### config.mk
export PLATFORM = sky130hd
export DESIGN_NAME = ngram_top
export DESIGN_NICKNAME = d
export VERILOG_FILES = /design/src/ngram_pkg.sv /design/src/win_if.sv /design/src/ngram_top.sv /design/src/result_serializer.sv /design/src/window_datapath.sv /design/src/exe_ctrl.sv /design/src/cmd_decode.sv /design/src/agu_next.sv
export VERILOG_INCLUDE_DIRS = /design/src
export SDC_FILE = /design/constraint.sdc
export NUM_CORES = 1
export LEC_CHECK = 0
export CAP_MARGIN = 25
export CORE_MARGIN = 1.5
export CORE_UTILIZATION = 40
export CTS_BUF_LIST = sky130_fd_sc_hd__clkbuf_2 sky130_fd_sc_hd__clkbuf_4 sky130_fd_sc_hd__clkbuf_8
export DETAILED_ROUTE_END_ITERATION = 7
export DONT_BUFFER_PORTS = 1
export GPL_TIMING_DRIVEN = 0
export HOLD_SLACK_MARGIN = 0.12
export PLACE_DENSITY = 0.66
export SLEW_MARGIN = 20
export SYNTH_ARGS = -nofsm -noshare
export SYNTH_HDL_FRONTEND = slang
export SYNTH_SLANG_ARGS = --single-unit
### constraint.sdc
create_clock -name clk -period 3.6 [get_ports clk]
set_clock_uncertainty 0.15 [all_clocks]
set_input_delay 0.36 -clock clk [delete_from_list [all_inputs] [get_ports clk]]
set_output_delay 0.36 -clock clk [all_outputs]
set_load 0.02 [all_outputs]
### src/ngram_params.svh
`ifndef NGRAM_PARAMS_SVH
`define NGRAM_PARAMS_SVH

// source buffer geometry
`define NGRAM_SRC_DEPTH 64
`define NGRAM_ADDR_W    6
`define NGRAM_SRC_W     8

// result path
`define NGRAM_SUM_W     32
`define NGRAM_BEAT_W    8
// beats per sum, SUM_W / BEAT_W
`define NGRAM_BEATS     4

`endif
### src/ngram_pkg.sv
`include "ngram_params.svh"

package ngram_pkg;

    // buffer address, doubles as loop index
    typedef logic [`NGRAM_ADDR_W-1:0] src_addr_t;
    typedef logic [`NGRAM_SRC_W-1:0]  src_data_t;
    // host count or length, 1..depth, so one bit wider than an address
    typedef logic [`NGRAM_ADDR_W:0]   count_t;
    typedef logic [`NGRAM_SUM_W-1:0]  win_sum_t;
    typedef logic [`NGRAM_BEAT_W-1:0] beat_t;

    // command decoder
    typedef enum logic {
        DEC_IDLE,
        DEC_RUN
    } dec_state_t;

    // byte serializer
    typedef enum logic {
        SER_IDLE,
        SER_SHIFT
    } ser_state_t;

endpackage

### src/win_if.sv
`timescale 1ns/1ps

interface win_if
    import ngram_pkg::*;
();

    // one pulse per finished window, sum held with it
    logic     win_valid;
    win_sum_t win_sum;
    // high once the outer loop issued its last window
    logic     win_last;
    // serializer side, busy level and end-of-run pulse
    logic     out_busy;
    logic     out_fin;

    modport dp   (output win_valid, output win_sum);
    modport ctrl (output win_last, input out_busy, input out_fin);
    modport res  (input win_valid, input win_sum, input win_last,
                  output out_busy, output out_fin);

endinterface

### src/ngram_top.sv
`timescale 1ns/1ps

module ngram_top
    import ngram_pkg::*;
(
    input  logic      clk,
    input  logic      rst,
    input  logic      src_we_i,
    input  src_addr_t src_addr_i,
    input  src_data_t src_data_i,
    input  logic      start_i,
    input  count_t    win_count_i,
    input  count_t    win_len_i,
    output logic      busy_o,
    output logic      done_o,
    output logic      cmd_err_o,
    output logic      dst_valid_o,
    output beat_t     dst_data_o,
    output logic      dst_last_o
);

    logic      s_init;
    src_addr_t fin_i;
    src_addr_t fin_j;
    logic      k_init;
    logic      exec;
    logic      k_fin;
    src_addr_t idx_i;
    src_addr_t idx_j;

    win_if u_win ();

    // decode
    cmd_decode u_dec (
        .clk         (clk),
        .rst         (rst),
        .start_i     (start_i),
        .win_count_i (win_count_i),
        .win_len_i   (win_len_i),
        .s_fin_i     (done_o),
        .s_init_o    (s_init),
        .fin_i_o     (fin_i),
        .fin_j_o     (fin_j),
        .busy_o      (busy_o),
        .cmd_err_o   (cmd_err_o)
    );

    // execute, sequencer
    exe_ctrl u_ctrl (
        .clk      (clk),
        .rst      (rst),
        .s_init_i (s_init),
        .fin_i_i  (fin_i),
        .fin_j_i  (fin_j),
        .win      (u_win.ctrl),
        .k_init_o (k_init),
        .exec_o   (exec),
        .k_fin_o  (k_fin),
        .i_o      (idx_i),
        .j_o      (idx_j),
        .s_fin_o  (done_o)
    );

    // execute, buffer and accumulator
    window_datapath u_dp (
        .clk        (clk),
        .rst        (rst),
        .src_we_i   (src_we_i),
        .src_addr_i (src_addr_i),
        .src_data_i (src_data_i),
        .k_init_i   (k_init),
        .exec_i     (exec),
        .k_fin_i    (k_fin),
        .i_i        (idx_i),
        .j_i        (idx_j),
        .win        (u_win.dp)
    );

    // result
    result_serializer u_ser (
        .clk         (clk),
        .rst         (rst),
        .win         (u_win.res),
        .dst_valid_o (dst_valid_o),
        .dst_data_o  (dst_data_o),
        .dst_last_o  (dst_last_o)
    );

endmodule

### src/result_serializer.sv
`timescale 1ns/1ps
`include "ngram_params.svh"

module result_serializer
    import ngram_pkg::*;
(
    input  logic  clk,
    input  logic  rst,
    win_if.res    win,
    output logic  dst_valid_o,
    output beat_t dst_data_o,
    output logic  dst_last_o
);

    localparam int unsigned CNT_W = $clog2(`NGRAM_BEATS);

    ser_state_t       state_q;
    logic [CNT_W-1:0] beat_q;
    win_sum_t         sreg_q;
    logic             final_beat;

    assign final_beat = (state_q == SER_SHIFT) &&
                        (beat_q == CNT_W'(`NGRAM_BEATS - 1));

    always_ff @(posedge clk) begin
        if (rst) begin
            state_q <= SER_IDLE;
            beat_q  <= '0;
        end else begin
            case (state_q)
                SER_IDLE: begin
                    if (win.win_valid) begin
                        state_q <= SER_SHIFT;
                        beat_q  <= '0;
                    end
                end
                SER_SHIFT: begin
                    beat_q <= beat_q + CNT_W'(1);
                    if (final_beat) state_q <= SER_IDLE;
                end
                default: state_q <= SER_IDLE;
            endcase
        end
    end

    // lowest byte leaves first
    always_ff @(posedge clk) begin
        if (state_q == SER_IDLE && win.win_valid) begin
            sreg_q <= win.win_sum;
        end else if (state_q == SER_SHIFT) begin
            sreg_q <= sreg_q >> `NGRAM_BEAT_W;
        end
    end

    assign dst_valid_o = (state_q == SER_SHIFT);
    assign dst_data_o  = sreg_q[`NGRAM_BEAT_W-1:0];
    // win_last still high on the final beat of the last window only
    assign dst_last_o  = final_beat & win.win_last;
    assign win.out_fin = final_beat & win.win_last;
    // busy from win_valid itself, closes the launch window in exe_ctrl
    assign win.out_busy = win.win_valid | (state_q == SER_SHIFT);

    // a window may only finish once the previous one has drained
    a_no_overrun: assert property (@(posedge clk) disable iff (rst)
        win.win_valid |-> state_q == SER_IDLE);

endmodule

### src/window_datapath.sv
`timescale 1ns/1ps
`include "ngram_params.svh"

module window_datapath
    import ngram_pkg::*;
(
    input  logic      clk,
    input  logic      rst,
    input  logic      src_we_i,
    input  src_addr_t src_addr_i,
    input  src_data_t src_data_i,
    input  logic      k_init_i,
    input  logic      exec_i,
    input  logic      k_fin_i,
    input  src_addr_t i_i,
    input  src_addr_t j_i,
    win_if.dp         win
);

    src_data_t mem [`NGRAM_SRC_DEPTH];
    src_addr_t rd_addr;
    src_data_t rd_data_q;
    logic      rd_vld_q;
    win_sum_t  acc_q;
    logic      valid_q;

    // host write port
    always_ff @(posedge clk) begin
        if (src_we_i) begin
            mem[src_addr_i] <= src_data_i;
        end
    end

    // stride 1, i + j never passes the last entry
    assign rd_addr = i_i + j_i;

    always_ff @(posedge clk) begin
        if (exec_i) begin
            rd_data_q <= mem[rd_addr];
        end
    end

    always_ff @(posedge clk) begin
        if (rst) begin
            rd_vld_q <= 1'b0;
            valid_q  <= 1'b0;
        end else begin
            rd_vld_q <= exec_i;
            // last add lands in the k_fin cycle
            valid_q  <= k_fin_i;
        end
    end

    // unsigned samples, zero extended
    always_ff @(posedge clk) begin
        if (k_init_i) begin
            acc_q <= '0;
        end else if (rd_vld_q) begin
            acc_q <= acc_q + win_sum_t'(rd_data_q);
        end
    end

    // acc stays put until the next k_init
    assign win.win_valid = valid_q;
    assign win.win_sum   = acc_q;

endmodule

### src/exe_ctrl.sv
`timescale 1ns/1ps
`include "ngram_params.svh"

module exe_ctrl
    import ngram_pkg::*;
(
    input  logic      clk,
    input  logic      rst,
    input  logic      s_init_i,
    input  src_addr_t fin_i_i,
    input  src_addr_t fin_j_i,
    win_if.ctrl       win,
    output logic      k_init_o,
    output logic      exec_o,
    output logic      k_fin_o,
    output src_addr_t i_o,
    output src_addr_t j_o,
    output logic      s_fin_o
);

    logic last_i;
    logic next_i;
    logic last_j;
    logic next_d;
    logic k_pend_q;
    logic win_last_q;

    //////////////////////////////////////////////////////////////////////
    // window launch
    //////////////////////////////////////////////////////////////////////

    // next_i delayed once, so the pending window is seen no earlier
    // than win_valid, when out_busy is already up
    always_ff @(posedge clk) begin
        if (rst) begin
            next_d   <= 1'b0;
            k_pend_q <= 1'b0;
        end else begin
            next_d   <= next_i;
            // first window from s_init, the rest from the outer counter
            k_pend_q <= (k_pend_q | s_init_i | next_d) & ~k_init_o;
        end
    end

    // held back while the serializer drains
    assign k_init_o = k_pend_q & ~win.out_busy;

    //////////////////////////////////////////////////////////////////////
    // loops
    //////////////////////////////////////////////////////////////////////

    // outer loop over windows, steps once per finished window
    agu_next #(.W(`NGRAM_ADDR_W)) l_i (
        .clk     (clk),
        .rst     (rst),
        .start_i (s_init_i),
        .en_i    (last_j),
        .fin_i   (fin_i_i),
        .data_o  (i_o),
        .last_o  (last_i),
        .next_o  (next_i)
    );

    // inner loop over samples, one per exec cycle
    agu_next #(.W(`NGRAM_ADDR_W)) l_j (
        .clk     (clk),
        .rst     (rst),
        .start_i (k_init_o),
        .en_i    (exec_o),
        .fin_i   (fin_j_i),
        .data_o  (j_o),
        .last_o  (last_j),
        .next_o  ()
    );

    // exec from the cycle after k_init through last_j
    always_ff @(posedge clk) begin
        if (rst) begin
            exec_o  <= 1'b0;
            k_fin_o <= 1'b0;
        end else begin
            exec_o  <= k_init_o | (exec_o & ~last_j);
            k_fin_o <= last_j;
        end
    end

    //////////////////////////////////////////////////////////////////////
    // run end
    //////////////////////////////////////////////////////////////////////

    // set by the last window, dropped with the final beat
    always_ff @(posedge clk) begin
        if (rst) begin
            win_last_q <= 1'b0;
            s_fin_o    <= 1'b0;
        end else begin
            if (last_i) begin
                win_last_q <= 1'b1;
            end else if (win.out_fin) begin
                win_last_q <= 1'b0;
            end
            s_fin_o <= win_last_q & win.out_fin;
        end
    end

    assign win.win_last = win_last_q;

    // no launch over a window still running or closing
    a_kinit_idle: assert property (@(posedge clk) disable iff (rst)
        k_init_o |-> !exec_o && !k_fin_o);

    // run end only once all windows are computed
    a_exec_sfin: assert property (@(posedge clk) disable iff (rst)
        !(exec_o && s_fin_o));

endmodule

### src/cmd_decode.sv
`timescale 1ns/1ps
`include "ngram_params.svh"

module cmd_decode
    import ngram_pkg::*;
(
    input  logic      clk,
    input  logic      rst,
    input  logic      start_i,
    input  count_t    win_count_i,
    input  count_t    win_len_i,
    input  logic      s_fin_i,
    output logic      s_init_o,
    output src_addr_t fin_i_o,
    output src_addr_t fin_j_o,
    output logic      busy_o,
    output logic      cmd_err_o
);

    dec_state_t                state_q;
    logic [`NGRAM_ADDR_W+1:0]  span;
    count_t                    cnt_m1;
    count_t                    len_m1;
    logic                      cmd_ok;
    logic                      accept;

    // last address touched is count + len - 2, must stay inside the buffer
    assign span   = {1'b0, win_count_i} + {1'b0, win_len_i};
    assign cmd_ok = (win_count_i != '0) && (win_len_i != '0) &&
                    (span <= (`NGRAM_SRC_DEPTH + 1));
    assign accept = (state_q == DEC_IDLE) && start_i && cmd_ok;

    // loop bounds are inclusive
    assign cnt_m1 = win_count_i - count_t'(1);
    assign len_m1 = win_len_i - count_t'(1);

    always_ff @(posedge clk) begin
        if (rst) begin
            state_q   <= DEC_IDLE;
            s_init_o  <= 1'b0;
            cmd_err_o <= 1'b0;
        end else begin
            s_init_o  <= accept;
            // bad bounds, or a start on top of a running job
            cmd_err_o <= start_i & ~accept;
            case (state_q)
                DEC_IDLE: if (accept) state_q <= DEC_RUN;
                DEC_RUN:  if (s_fin_i) state_q <= DEC_IDLE;
                default:  state_q <= DEC_IDLE;
            endcase
        end
    end

    // bounds held for the whole run
    always_ff @(posedge clk) begin
        if (accept) begin
            fin_i_o <= cnt_m1[`NGRAM_ADDR_W-1:0];
            fin_j_o <= len_m1[`NGRAM_ADDR_W-1:0];
        end
    end

    assign busy_o = (state_q == DEC_RUN);

endmodule

### src/agu_next.sv
`timescale 1ns/1ps

module agu_next #(
    parameter int unsigned W = 8
) (
    input  logic         clk,
    input  logic         rst,
    input  logic         start_i,
    input  logic         en_i,
    input  logic [W-1:0] fin_i,
    output logic [W-1:0] data_o,
    output logic         last_o,
    output logic         next_o
);

    logic armed_q;
    logic step;
    logic at_end;

    // a step only counts while armed
    assign step   = armed_q & en_i;
    assign at_end = (data_o == fin_i);

    // last on the final index, next on every other step
    assign last_o = step & at_end;
    assign next_o = step & ~at_end;

    always_ff @(posedge clk) begin
        if (rst) begin
            armed_q <= 1'b0;
            data_o  <= '0;
        end else if (start_i) begin
            // restart from zero, even mid-count
            armed_q <= 1'b1;
            data_o  <= '0;
        end else if (step) begin
            if (at_end) begin
                // hold the final index, wait for the next start
                armed_q <= 1'b0;
            end else begin
                data_o <= data_o + W'(1);
            end
        end
    end

endmodule

* Word level (Yosys, flattened, before mapping)
Memories as Yosys holds them, arrays and structs flattened. A register that Yosys moved wholly into a read port is not among the register bits. Index checks and enable logic that the tools add are counted.
Storage, ports and cells: memories kept 1, bits in read-only memories 0, input port bits 32, register bits 104, bits in latches 0, memory bits (writable) 512, output and inout port bits 13, word-level logic and storage cells 98
Memory list:
- u_dp.mem | words 64, width 8, read ports 1, clocked after Yosys merged registers in 1, wr ports 1, line window_datapath.sv:20 | src_data_t mem [`NGRAM_SRC_DEPTH];
Operators by class: reduce and logical (&&, ||, !) cells 20, $add $sub $neg 8, shift operators 0, bitwise gates (word level) 23, $lt $le $gt $ge 1, equality and inequality tests 4, multiplexer cells 20, multipliers 0, divide/modulo/power cells 0
Operator list (number):
- $mux W32 | 2
- $add A32 B8 Y32 | 1
- $mux W1 | 14
- $reduce_bool A7 Y1 | 2
- $add A6 B1 Y6 const B | 2
- $eq A6 B6 Y1 | 2
- $reduce_bool A2 Y1 | 6
- $sub A6 B1 Y6 const B | 2
- $and A1 B1 Y1 | 11
- $add A7 B7 Y8 | 1
- $le A8 B7 Y1 const B | 1
- $not A1 Y1 | 8
- $reduce_and A2 Y1 | 4
- $add A6 B6 Y6 | 1
- $logic_and A1 B1 Y1 | 6
- $or A1 B1 Y1 | 4
- $pmux W1 S2 | 2
- $pmux W2 S2 | 1
- $reduce_or A2 Y1 | 2
- $add A2 B1 Y2 const B | 1
- $eq A2 B2 Y1 const B | 1
- $mux W2 | 1
- $ne A2 B2 Y1 const B | 1

* Depth between registers and ports, before layout
word-level depth 6, mapped depth 11, gate-level depth less buffers 11

* Modules after synthesis
From an unflattened synthesis, not the netlist that was laid out.
Unflattened totals: cell total of the unflattened synthesis 1379, area total of the unflattened synthesis 25813.5 um2
Modules (own cells, without submodules):
- window_datapath | cells an instance 1070, area an instance 22061.2 um2, times used 1, seq. area each 16295.6 um2
- result_serializer | cells an instance 92, area an instance 1630.3 um2, times used 1, seq. area each 1021.0 um2
- agu_next | cells an instance 54, area an instance 483.0 um2, times used 2, seq. area each 140.1 um2
- cmd_decode | cells an instance 91, area an instance 960.9 um2, times used 1, seq. area each 420.4 um2
- exe_ctrl | cells an instance 18, area an instance 195.2 um2, times used 1, seq. area each 120.1 um2

* Worst setup path after synthesis
No wires, ideal clock.
path type reg2reg, from register u_ctrl.l_i.data_o[0], to register u_dp.rd_data_q[6] (read register of u_dp.mem) (data pin), data arrival time 2.768 ns, slack 0.412 ns, library setup time 0.270 ns, required time 3.180 ns, clock period less this slack 3.188 ns, buffers on the path 2, stages on the path, launching flop included 9, cell sequence dfxtp_1 > ha_1 > fa_1 > clkbuf_1 > clkbuf_1 > mux4_2 > mux4_2 > a211oi_1 > a21oi_1
Between the ends: longest elaborated chain between the ends 1
RTL lines:
- from (decl) | line agu_next.sv:11 | output logic [W-1:0] data_o,
- from (signal assigned) | line agu_next.sv:41 | data_o <= data_o + W'(1);
- $add A6 B6 Y6 | line window_datapath.sv:35 | assign rd_addr = i_i + j_i;
- to (decl) | line window_datapath.sv:22 | src_data_t rd_data_q;
No other way between the ends. A chain may end at the register's enable or synchronous reset.

* Worst setup path in the final report
from register u_ctrl.l_j.data_o[0], to register u_dp.rd_data_q[0] (read register of u_dp.mem) (data pin)
Between the ends: longest elaborated chain between the ends 1
RTL lines (line):
- from (decl) | agu_next.sv:11
- from (signal assigned) | agu_next.sv:41
- $add A6 B6 Y6 | window_datapath.sv:35
No other way between the ends.

==> flow_summary.yaml <==
outcome:
  status: "completed"
logic_synthesis:
  synth.lib_cells_used.distinct: 57
  ys_warn_count: 0
  syn-mean-instance-area_um2: 17.3
  postSynthNetCount: 1533
  synth.cell_area_mm2: 0.0255
  ys_seq_elements: 624
  synth-edff-count: 564
  postSynthCellCount: 1471
  ys_async_sr_fraction_pct: 0
  main_area_contributors_after_synthesis: "sky130_fd_sc_hd__edfxtp_1 66%, sky130_fd_sc_hd__mux4_2 13%, sky130_fd_sc_hd__dfxtp_1 4.7%"
  synth_sequential_area_ratio_pct: 71.2
  synth_flop_cell: "sky130_fd_sc_hd__edfxtp_1"
  yosys.area.top_type_share_pct: 66.5
  netlist.top_cell.by_area: "sky130_fd_sc_hd__edfxtp_1"
clocking:
  htree_num_levels: 3
  cts_tree: "yes"
  clk_latency_ps: 700
  cts.root.buffer_cell: "sky130_fd_sc_hd__clkbuf_8"
  cts-buffers-inserted: 102
  cts_buffer_depth: 3
  clkTransAtPathRegs_ps: 60
  clock_sinks: 624
routing:
  vias_per_cell: 5.36
  drc_violations: 0
  wl_per_cell_um: 21.4
  wirelength_mm: 54.6
  dr.first_iter.drc_count: 1175
  routed-via-count: 13600
  drt_first_pass_iters: 5
  ant_nets: 0
floorplan:
  floorplan.io_pins: 45
  floorplan.die.width_um: 255
  fp.dieArea_mm2: 0.0652
  num_rows: 92
  core-area_mm2: 0.0630
  initial_core_util_pct: 40.5
  fp.dieH_um: 255
worst_setup_path:
  cp.arrival_ps: 3800
  cp_data_required_time_ps: 3860
  worstSetupEndpointType: "flip-flop"
  timing.setup.critical_path_class: "reg2reg"
  setup.worst_path.start_class: "flip-flop"
  reg2reg_depth: 8
  crit_path_max_fanout: 10
grt:
  largest_net_degree_at_the_start_of_global_routing: 65
  grt-ovfl-total: 0
  grt_pass1_vias: 14000
  grt_util_all_layers_pct: 16.9
  grt_pass1_wl_mm: 83.9
  antenna_found_initial: 2
sta:
  finalWorstPathRequiredPeriod_ps: 3530
  worstMarginPinSlew_ps: 1100
  fmax_mhz: 283
  rsz0062_at_grt: "false"
  worst_slew_margin_rel_pct: 26.2
  finalSetupViolCount: 0
  fin_tns_setup_ps: 0
  maxSlewViolCount: 0
  finalHoldViolCount: 0
  min_period_over_period_pct: 98.2
placement:
  place.port_buffers: 0
  detailed_place_hpwl_mm: 34.7
  dp.cells: 2319
  place_congestion: 0.822
  placed_cell_area_mm2: 0.0266
flow_run:
  maxcap_viol_count: 0
power:
  p_sw_share_pct: 22.2
  part_of_the_total_power_dissipated_in_sequential_elements_pct: 54.4
  switching_power_w: 0.00330
  power.internal_w: 0.0115
  power_per_cell_area_mw_per_mm2: 507
  clockPowerShare_pct: 40.9
  power.combinational.fraction_pct: 4.8
  worst_ir_drop_on_vdd_mv: 0.344
  cellLeakagePower_nw: 9.35
final_layout:
  final_core_util_pct: 46.5
  fin_area_mm2: 0.0293
  design.final.nets: 1682
  finish.cell_count_without_fillers: 2547
  fillerInstances: 5300
  layout-drive-gt1-share_pct: 22.9
  area.growth.synth_to_final_pct: 14.9
hold_path:
  hold_path_depth: 3
  worst_hold_path_type: "in2reg"
==> placed cells by master, fill, tap and decap left out, types with 27 or more instances in the layout <==
master,n
sky130_fd_sc_hd__dfxtp_1,60
sky130_fd_sc_hd__edfxtp_1,564
sky130_fd_sc_hd__xnor2_1,33
sky130_fd_sc_hd__dlygate4sd3_1,34
sky130_fd_sc_hd__mux4_2,146
sky130_fd_sc_hd__clkbuf_4,44
sky130_fd_sc_hd__a21oi_1,30
sky130_fd_sc_hd__clkbuf_8,107
sky130_fd_sc_hd__ha_1,27
sky130_fd_sc_hd__nand2_1,138
sky130_fd_sc_hd__nand3_1,30
sky130_fd_sc_hd__nor2_1,124
==> critical path: stages, from the launching register on <==
cell,delay [ps]
sky130_fd_sc_hd__dfxtp_1,390
sky130_fd_sc_hd__ha_1,240
sky130_fd_sc_hd__fa_1,550
sky130_fd_sc_hd__clkbuf_4,280
sky130_fd_sc_hd__buf_4,280
sky130_fd_sc_hd__mux4_2,380
sky130_fd_sc_hd__mux4_2,530
sky130_fd_sc_hd__a22oi_2,330
sky130_fd_sc_hd__a32oi_1,90
==> flip-flops by register name, summed over array words and instances (netlist names), 2 cells and up <==
name / flops
u_ctrl.l_j.data_o: 6
u_dec.fin_i_o: 6
u_dp.win.win_sum: 32
u_ser.beat_q: 2
u_dec.fin_j_o: 6
u_ser.sreg_q: 32
u_dp.rd_data_q: 8
u_dp.mem: 512
u_ctrl.l_i.data_o: 6
==> synthesized netlist by cell type (all sizes together), types with 18 or more instances <==
master	count
a21oi	30
buf	36
clkbuf	39
dfxtp	60
edfxtp	564
ha	27
inv	21
mux2i	24
mux4	146
nand2	138
nand3	30
nor2	125
nor3	18
xnor2	34
xor2	20
==> per-stage QoR <==
step / hold WS (ps) / setup WS (ps) / total power (W)
detailed placement: 274 / -887 / 0.00876
floorplan: 264 / 412 / 0.00862
global placement: 274 / -897 / 0.00874
finish: 245 / 66.3 / 0.0148
global route: 243 / 0.962 / 0.0154
CTS: 162 / 9.85 / 0.0150
==> per-layer routing <==
layer | GRT usage, % | vias to the layer above | part of all wire [%]
li1 | - | 6079 | -
met1 | 22.3 | 7032 | 42
met2 | 27.5 | 430 | 49
met3 | 3.85 | 105 | 6.3
met4 | 5.79 | 0 | 2.6
met5 | 0 | - | 0
==> repair_timing <==
action / in CTS / in global routing
setup buffers: 0 / 0
gates resized for setup: 33 / 16
endpoints found under the hold margin: 602 / 0
gates cloned: 0 / 0
hold buffers: 42 / 0
setup endpoints to repair: 8 / 7
==> worst paths after layout <==
check                               startpoint                            end  slack [ps]
max reg2reg  u_ctrl.l_j.data_o[0]$_SDFFE_PP0P_    u_dp.rd_data_q[0]$_DFFE_PP_          70
min                              src_addr_i[5]      u_dp.mem[61][5]$_DFFE_PP_         250
min reg2reg          u_ctrl.k_fin_o$_SDFF_PP0_  u_dp.win.win_valid$_SDFF_PP0_         280
max          u_ctrl.l_j.data_o[0]$_SDFFE_PP0P_    u_dp.rd_data_q[0]$_DFFE_PP_          70
==> area by class of cell <==
type	instances	area, um^2	area share (%)
Sequential cell	624	18100	61.9
Multi-Input combinational cell	751	6980	23.8
Clock buffer	143	1740	5.95
Tap cell	846	1060	3.61
Timing Repair Buffer	45	579	1.98
Buffer	75	432	1.47
Clock inverter	40	267	0.910
Inverter	21	78.8	0.269
Antenna cell	2	5.00	0.0171
==> power groups by stage <==
stage	sequential, W	combinational, W	clock [W]
6_report	0.00807	0.000705	0.00607
5_1_grt	0.00808	0.000787	0.00650
4_1_cts	0.00807	0.000705	0.00618
3_5_place_dp	0.00822	0.000541	0
3_3_place_gp	0.00822	0.000526	0
2_1_floorplan	0.00819	0.000426	0
==> cells by family (layout without fill, tap and decap cells) <==
logic type                 count (synthesis)  after routing  share of synthesized area, %
muxes                                    170            170                          13.8
adders and majority gates                 30             30                          1.56
other                                      0              2                             0
xor gates and xnor gates                  54             54                          1.89
AOI/OAI and AO/OA                        103            103                          2.74
DFF                                      624            624                          71.2
and+or+nand+nor                          394            394                          7.04
buffers and inverters                     96            324                          1.73
(Power assumes the default switching activity.)
